===== src/rtl/nobl_bus_pkg.sv =====
// SRAM address and data bus widths with their vector types

package nobl_bus_pkg;

   // Word address into the SRAM array, 512K words
   localparam int ADDR_W = 19;

   // One data word including the two parity-capable bits
   localparam int DATA_W = 18;

   // Address as it appears on ram_a
   typedef logic [ADDR_W-1:0] ram_addr_t;

   // Data word as carried on the shared bus and the client ports
   typedef logic [DATA_W-1:0] ram_data_t;

endpackage


===== src/rtl/nobl_pipe_pkg.sv =====
// Pipeline timing constants of the NoBL SRAM controller

package nobl_pipe_pkg;

   // Cycles from address phase to write data on the pins
   localparam int WR_DATA_LAG = 2;

   // Cycles from address phase until the SRAM drives read data
   localparam int SRAM_RD_LAG = 2;

   // Request edge to rdata_valid
   // One cycle to the address phase, the SRAM lag, then the capture register
   localparam int RD_LATENCY = 1 + SRAM_RD_LAG + 1;

endpackage


===== src/rtl/nobl_cmd_stage.sv =====
// Command issue stage driving address, write enable and chip select

module nobl_cmd_stage
(
   input  logic                    clk,
   input  logic                    rst,
   input  nobl_bus_pkg::ram_addr_t address,
   input  nobl_bus_pkg::ram_data_t wdata,
   input  logic                    write,
   input  logic                    enable,
   output nobl_bus_pkg::ram_addr_t ram_a,
   output logic                    ram_we_n,
   output logic                    ram_ce1_n,
   output logic                    cmd_enable,
   output logic                    cmd_write,
   output nobl_bus_pkg::ram_data_t cmd_wdata
);

   // Control bits of the address phase
   always_ff @(posedge clk)
   begin
      if (rst)
      begin
         ram_ce1_n  <= 1'b1;
         ram_we_n   <= 1'b1;
         cmd_enable <= 1'b0;
         cmd_write  <= 1'b0;
      end
      else
      begin
         cmd_enable <= enable;
         ram_ce1_n  <= ~enable;        // Kept as a pad flop
         if (enable)
         begin
            cmd_write <= write;
            ram_we_n  <= ~write;       // Pad flop as well
         end
      end
   end

   // Address holds its last value while the client is idle
   always_ff @(posedge clk)
   begin
      if (enable)
         ram_a <= address;
   end

   // Write data is only of interest for writes
   always_ff @(posedge clk)
   begin
      if (enable && write)
         cmd_wdata <= wdata;
   end

endmodule


===== src/rtl/nobl_wdata_stage.sv =====
// Write-data delay and bus output enable for the NoBL SRAM controller

module nobl_wdata_stage
(
   input  logic                    clk,
   input  logic                    rst,
   input  logic                    cmd_enable,
   input  logic                    cmd_write,
   input  nobl_bus_pkg::ram_data_t cmd_wdata,
   output nobl_bus_pkg::ram_data_t ram_d_out,
   output logic                    ram_d_oen,
   output logic                    op_enable,
   output logic                    op_write
);

   import nobl_bus_pkg::*;
   import nobl_pipe_pkg::*;

   // Index 0 is stage 2, the last index is stage 3
   logic      en_q   [WR_DATA_LAG];
   logic      wr_q   [WR_DATA_LAG];
   ram_data_t data_q [WR_DATA_LAG];

   always_ff @(posedge clk)
   begin
      if (rst)
      begin
         for (int i = 0; i < WR_DATA_LAG; i++)
         begin
            en_q[i] <= 1'b0;
            wr_q[i] <= 1'b0;
         end
         ram_d_oen <= 1'b1;            // Bus released
      end
      else
      begin
         en_q[0] <= cmd_enable;
         wr_q[0] <= cmd_write;
         for (int i = 1; i < WR_DATA_LAG; i++)
         begin
            en_q[i] <= en_q[i-1];
            wr_q[i] <= wr_q[i-1];
         end
         // Decoded one stage early so enable and data switch on the same edge
         ram_d_oen <= ~(en_q[WR_DATA_LAG-2] & wr_q[WR_DATA_LAG-2]);
      end
   end

   always_ff @(posedge clk)
   begin
      data_q[0] <= cmd_wdata;
      for (int i = 1; i < WR_DATA_LAG; i++)
         data_q[i] <= data_q[i-1];
   end

   // The bus is driven only while ram_d_oen is low, so a read
   // followed directly by a write needs no idle cycle
   assign ram_d_out = data_q[WR_DATA_LAG-1];

   assign op_enable = en_q[WR_DATA_LAG-1];
   assign op_write  = wr_q[WR_DATA_LAG-1];

endmodule


===== src/rtl/nobl_rdata_stage.sv =====
// Read capture stage with read-valid generation

module nobl_rdata_stage
(
   input  logic                    clk,
   input  logic                    rst,
   input  logic                    op_enable,
   input  logic                    op_write,
   input  nobl_bus_pkg::ram_data_t ram_d_in,
   output nobl_bus_pkg::ram_data_t rdata,
   output logic                    rdata_valid
);

   import nobl_pipe_pkg::*;

   // Ops arrive WR_DATA_LAG after the address phase, read data SRAM_RD_LAG after it
   localparam int ALIGN = SRAM_RD_LAG - WR_DATA_LAG;

   logic rd_hit;   // Enabled read whose data is on the bus now

   generate
      if (ALIGN == 0)
      begin : g_direct
         assign rd_hit = op_enable & ~op_write;
      end
      else
      begin : g_delay
         logic [ALIGN:0] rd_q;

         assign rd_q[0] = op_enable & ~op_write;

         always_ff @(posedge clk)
         begin
            if (rst)
               rd_q[ALIGN:1] <= '0;
            else
               rd_q[ALIGN:1] <= rd_q[ALIGN-1:0];
         end

         assign rd_hit = rd_q[ALIGN];
      end
   endgenerate

   always_ff @(posedge clk)
   begin
      if (rst)
         rdata_valid <= 1'b0;
      else
         rdata_valid <= rd_hit;
   end

   // Bus sampled every cycle, only meaningful with rdata_valid
   always_ff @(posedge clk)
   begin
      rdata <= ram_d_in;
   end

endmodule


===== src/rtl/nobl_sram_ctrl.sv =====
// Top level of the NoBL SRAM controller with the static SRAM pin ties

module nobl_sram_ctrl
(
   input  logic                    clk,
   input  logic                    rst,

   // Client request
   input  nobl_bus_pkg::ram_addr_t address,
   input  nobl_bus_pkg::ram_data_t wdata,
   input  logic                    write,
   input  logic                    enable,

   // Client read return, no back-pressure
   output nobl_bus_pkg::ram_data_t rdata,
   output logic                    rdata_valid,

   // SRAM pins
   output nobl_bus_pkg::ram_addr_t ram_a,
   output logic                    ram_we_n,
   output logic                    ram_ce1_n,
   output logic                    ram_cen_n,
   output logic                    ram_ld_n,
   output logic                    ram_oe_n,
   input  nobl_bus_pkg::ram_data_t ram_d_in,
   output nobl_bus_pkg::ram_data_t ram_d_out,
   output logic                    ram_d_oen   // Active low, drives ram_d_out onto the bus
);

   import nobl_bus_pkg::*;

   logic      cmd_enable;
   logic      cmd_write;
   ram_data_t cmd_wdata;

   logic      op_enable;   // Stage 3 op, lined up with the read data
   logic      op_write;

   // Clock always enabled, no bursts, output timing left to the SRAM
   assign ram_cen_n = 1'b0;
   assign ram_ld_n  = 1'b0;
   assign ram_oe_n  = 1'b0;

   nobl_cmd_stage nobl_cmd_stage_inst
   (
      .clk        (clk),
      .rst        (rst),
      .address    (address),
      .wdata      (wdata),
      .write      (write),
      .enable     (enable),
      .ram_a      (ram_a),
      .ram_we_n   (ram_we_n),
      .ram_ce1_n  (ram_ce1_n),
      .cmd_enable (cmd_enable),
      .cmd_write  (cmd_write),
      .cmd_wdata  (cmd_wdata)
   );

   nobl_wdata_stage nobl_wdata_stage_inst
   (
      .clk        (clk),
      .rst        (rst),
      .cmd_enable (cmd_enable),
      .cmd_write  (cmd_write),
      .cmd_wdata  (cmd_wdata),
      .ram_d_out  (ram_d_out),
      .ram_d_oen  (ram_d_oen),
      .op_enable  (op_enable),
      .op_write   (op_write)
   );

   nobl_rdata_stage nobl_rdata_stage_inst
   (
      .clk         (clk),
      .rst         (rst),
      .op_enable   (op_enable),
      .op_write    (op_write),
      .ram_d_in    (ram_d_in),
      .rdata       (rdata),
      .rdata_valid (rdata_valid)
   );

endmodule


===== config.mk =====
export PLATFORM = sky130hd
export DESIGN_NAME = nobl_sram_ctrl
export DESIGN_NICKNAME = d
export VERILOG_FILES = /design/src/rtl/nobl_bus_pkg.sv /design/src/rtl/nobl_pipe_pkg.sv /design/src/rtl/nobl_cmd_stage.sv /design/src/rtl/nobl_wdata_stage.sv /design/src/rtl/nobl_rdata_stage.sv /design/src/rtl/nobl_sram_ctrl.sv
export SDC_FILE = /design/constraint.sdc
export NUM_CORES = 1
export LEC_CHECK = 0
export ABC_AREA = 1
export BUFFER_PORTS_ARGS = -buffer_cell sky130_fd_sc_hd__buf_2
export CAP_MARGIN = 10
export CORE_ASPECT_RATIO = 0.5
export CORE_MARGIN = 2
export CORE_UTILIZATION = 25
export DETAILED_ROUTE_END_ITERATION = 8
export GPL_TIMING_DRIVEN = 1
export HOLD_SLACK_MARGIN = 0.12
export PLACE_DENSITY = 0.58
export SETUP_SLACK_MARGIN = 0.02
export SYNTH_ARGS = -nofsm -noshare
export SYNTH_HDL_FRONTEND = slang
export SYNTH_HIERARCHICAL = 1
export SYNTH_SLANG_ARGS = --single-unit

===== constraint.sdc =====
create_clock -name clk -period 1.18 [get_ports clk]
set_input_delay 0.118 -clock clk [delete_from_list [all_inputs] [get_ports clk]]
set_output_delay 0.118 -clock clk [all_outputs]
set_load 0.1 [all_outputs]

==> summary.txt <==
Status
  • Status: completed

Detailed routing
  • Via density: 3.51
  • Per-cell routed wire length: 11.9 um
  • Vias post-DR: 1,611
  • Final WL: 5470 um
  • DRT Pass-1 Iters: 4
  • Antenna viol nets, final: 0
  • Starting DRT DRC Count: 74
  • Drt drc: 0

Cells and area
  • Finished Cell Area: 4490 um^2
  • Layout cells sized above 1: a little over two fifths
  • Fin cells: 459
  • ANT cells: 0
  • Nets: ~370
  • P&R area growth vs syn: 69.1%

Worst setup path
  • Crit end category: primary output
  • R2R Path End: nobl_cmd_stage_inst/ram_we_n
  • Reg2reg start: nobl_cmd_stage_inst/ram_we_n
  • Worst path cell trace: buf_4
  • Delay-heaviest family, CP: flip-flops
  • FF-to-FF setup slack: between 500 and 600 ps
  • Critical Path AT: 980 ps
  • Max Fanout on Critical Path: 1
  • CP Launch Type: flip-flop
  • Setup Crit Path Kind: reg -> out
  • Slowest CP cell: edfxtp_1
  • CP max stage delay: 360 ps
  • CP bufs+invs: 1
  • Worst R2R Path Depth: 2
  • Worst Path Required: 1060 ps

Floorplanning
  • Cell Rows: 26
  • Initial Util: 25.9%
  • Ports: 121
  • DIE AREA: 11,500 um^2
  • Die X: 150 um
  • Die Y-Extent: 76.9 um
  • Core Area: a little over 10,000 um^2

STA
  • Post-route clock period utilization: 93.4%
  • Setup Skew: roughly 6.3 ps
  • Final hold violations: 0
  • Max Transition Viols Final: 0
  • Fin Setup TNS: 0 ps
  • Tmin final: 1100 ps
  • Final worst setup slack: 78.0 ps
  • Unrepaired setup endpoints after global routing: false
  • Final hold slack: 146 ps
  • Maximum clock rate: 907 MHz
  • Final setup fails: 0

Clock tree
  • CTS Buf Count: 9
  • Register clock-pin slew on the reported worst setup and hold paths: about 60 ps
  • Clk root buf: clkbuf_16
  • Postcts setup bufs: 0
  • CTS Buffer Depth: 2
  • CTS tree: built
  • Clock Latency Late Sink: 330 ps
  • H-tree Lvls: 3
  • Clk sink count: 101

Global routing
  • Largest net degree at the start of global routing: 19
  • Vias in the first global route: 1,731
  • GRT Overall Usage: 9.80%
  • Initial antenna violation count: 0
  • Global-route wire length before repair: 8430 um
  • Overflow after GRT: 0

Placement
  • Port bufs: 117
  • Placed Instances: 386
  • Setup WS pre-CTS: 158 ps
  • Detail Placement HPWL: 3470 um
  • Placed inst area: 3480 um^2
  • RD Place Congestion: between 0.7 and 0.8

Logic synthesis
  • Cell area after synthesis: 2660 um^2
  • Synth top area share: 48.2%
  • Post-synthesis mux area share: 0%
  • Simple logic cell fraction of the synthesized area: under 10%
  • Yosys warnings: 6
  • Compound-gate portion of the synthesized area: 0.518%
  • Area leader, netlist: dfxtp_1
  • Unique cell type count in the Yosys netlist: 12
  • Yosys reg bits: 101
  • Adder-Cell Fraction of Synth Area: 0%
  • Register area share after synthesis: between 90% and 100%
  • Gate Count Post-Synth: 146
  • Synth area leaders: dfxtp_1 48%, edfxtp_1 42%, buf_4 5.9%
  • Largest family of logic cells by synthesized area: buffers and inverters
  • Syn_area_per_cell: 18.2 um^2
  • Post-Synth XOR/XNOR Area: 0%

Run
  • Max Cap Viol: 0

Power
  • Static leakage: 0.00193 uW
  • VDD IR-drop max: about 0.66 mV
  • PD cells: 1910 nW/um^2

Min path
  • Worst Hold Class: in -> reg
  • Worst hold start: enable
  • Hold Path Stages: 1
  • Hold EP: nobl_cmd_stage_inst/ram_a[10]
routing by layer:
metal / track usage, % / routed length [um] / up-vias / share of wire, %
met2: 20.4 / 3460 / 28 / 63
met1: 8.10 / 1680 / 786 / 31
met4: 3.96 / 108 / 0 / 2.0
met3: 3.69 / 231 / 10 / 4.2
met5: 0 / 0 / - / 0
li1: - / - / 787 / -
cells in the final DEF, fill, tap and decap left out, drive strengths merged:
cell           n
buf          119
dfxtp         64
dlygate4sd3   57
edfxtp        37
clkbuf        12
inv           11
nor2           6
nand2          4
conb           3
bufinv         2
clkinv         1
o21ai          1
a21oi          1
nand3          1
worst max path at each step:
stage / start / endpoint / cells after the start
2_1_floorplan: nobl_cmd_stage_inst/ram_ce1_n / ram_ce1_n / 0
3_3_place_gp: enable / nobl_cmd_stage_inst/cmd_wdata[14] / 4
3_5_place_dp: enable / nobl_cmd_stage_inst/cmd_wdata[1] / 4
4_1_cts: nobl_cmd_stage_inst/ram_a[2] / ram_a[2] / 1
5_1_grt: nobl_cmd_stage_inst/ram_a[8] / ram_a[8] / 1
6_report: nobl_cmd_stage_inst/ram_a[8] / ram_a[8] / 1
Yosys cell counts:
library cell  count
a21oi_2           1
buf_4            21
conb_1            1
dfxtp_1          64
edfxtp_1         37
inv_1             9
inv_2             1
nand2_1           4
nand3_2           1
nor2_1            4
nor2_2            2
o21ai_0           1
state kept, by name, indices dropped and copies added (netlist names):
| signal | count |
|---|---|
| nobl_wdata_stage_inst/data_q | 36 |
| nobl_cmd_stage_inst/ram_a | 19 |
| nobl_cmd_stage_inst/cmd_wdata | 18 |
| nobl_rdata_stage_inst/rdata | 18 |
| nobl_wdata_stage_inst/en_q | 2 |
| nobl_wdata_stage_inst/wr_q | 2 |
| nobl_cmd_stage_inst/cmd_enable | 1 |
| nobl_cmd_stage_inst/cmd_write | 1 |
| nobl_cmd_stage_inst/ram_ce1_n | 1 |
| nobl_cmd_stage_inst/ram_we_n | 1 |
| nobl_rdata_stage_inst/rdata_valid | 1 |
| nobl_wdata_stage_inst/ram_d_oen | 1 |
kinds of logic (layout without fill, tap and decap cells):
kind of cell,after synthesis,count (layout)
DFF,101,101
other,1,3
buffers and inverters,31,202
AOI/OAI and AO/OA,2,2
and+or+nand+nor,11,11
through the flow:
| stage | util (%) | power [uW] |
|---|---|---|
| final | 43.7 | 8580 |
| after global routing | 43.7 | 8870 |
| after CTS | 43.7 | 8670 |
| after detailed placement | 33.8 | 5340 |
| after global placement | 33.8 | 5320 |
| after floorplan | - | 5050 |
power breakdown:
| group | leakage [uW] | switching [uW] | total (uW) | internal [uW] |
|---|---|---|---|---|
| clock network | 0.000160 | 1110 | 3090 | 1980 |
| logic | 0.000881 | 1140 | 1560 | 423 |
| registers | 0.000892 | 74.1 | 3920 | 3840 |
| total | 0.00193 | 2330 | 8580 | 6250 |
area by class of cell:
| cell class | instances | area [um^2] |
|---|---|---|
| multi-input combinational | 16 | 77.6 |
| fill | 914 | 5790 |
| clock inverter | 4 | 70.1 |
| sequential | 101 | 2390 |
| inverter | 10 | 37.5 |
| timing repair buffer | 176 | 1480 |
| tap | 140 | 175 |
| clock buffer | 12 | 258 |
repair_timing:
item                                    CTS  global route
hold buffers                             57             0
endpoints found under the hold margin    64             0
endpoints found under the setup margin   47             0
gates resized for setup                  47             0
No activity file was read; power rests on OpenSTA's default activity.
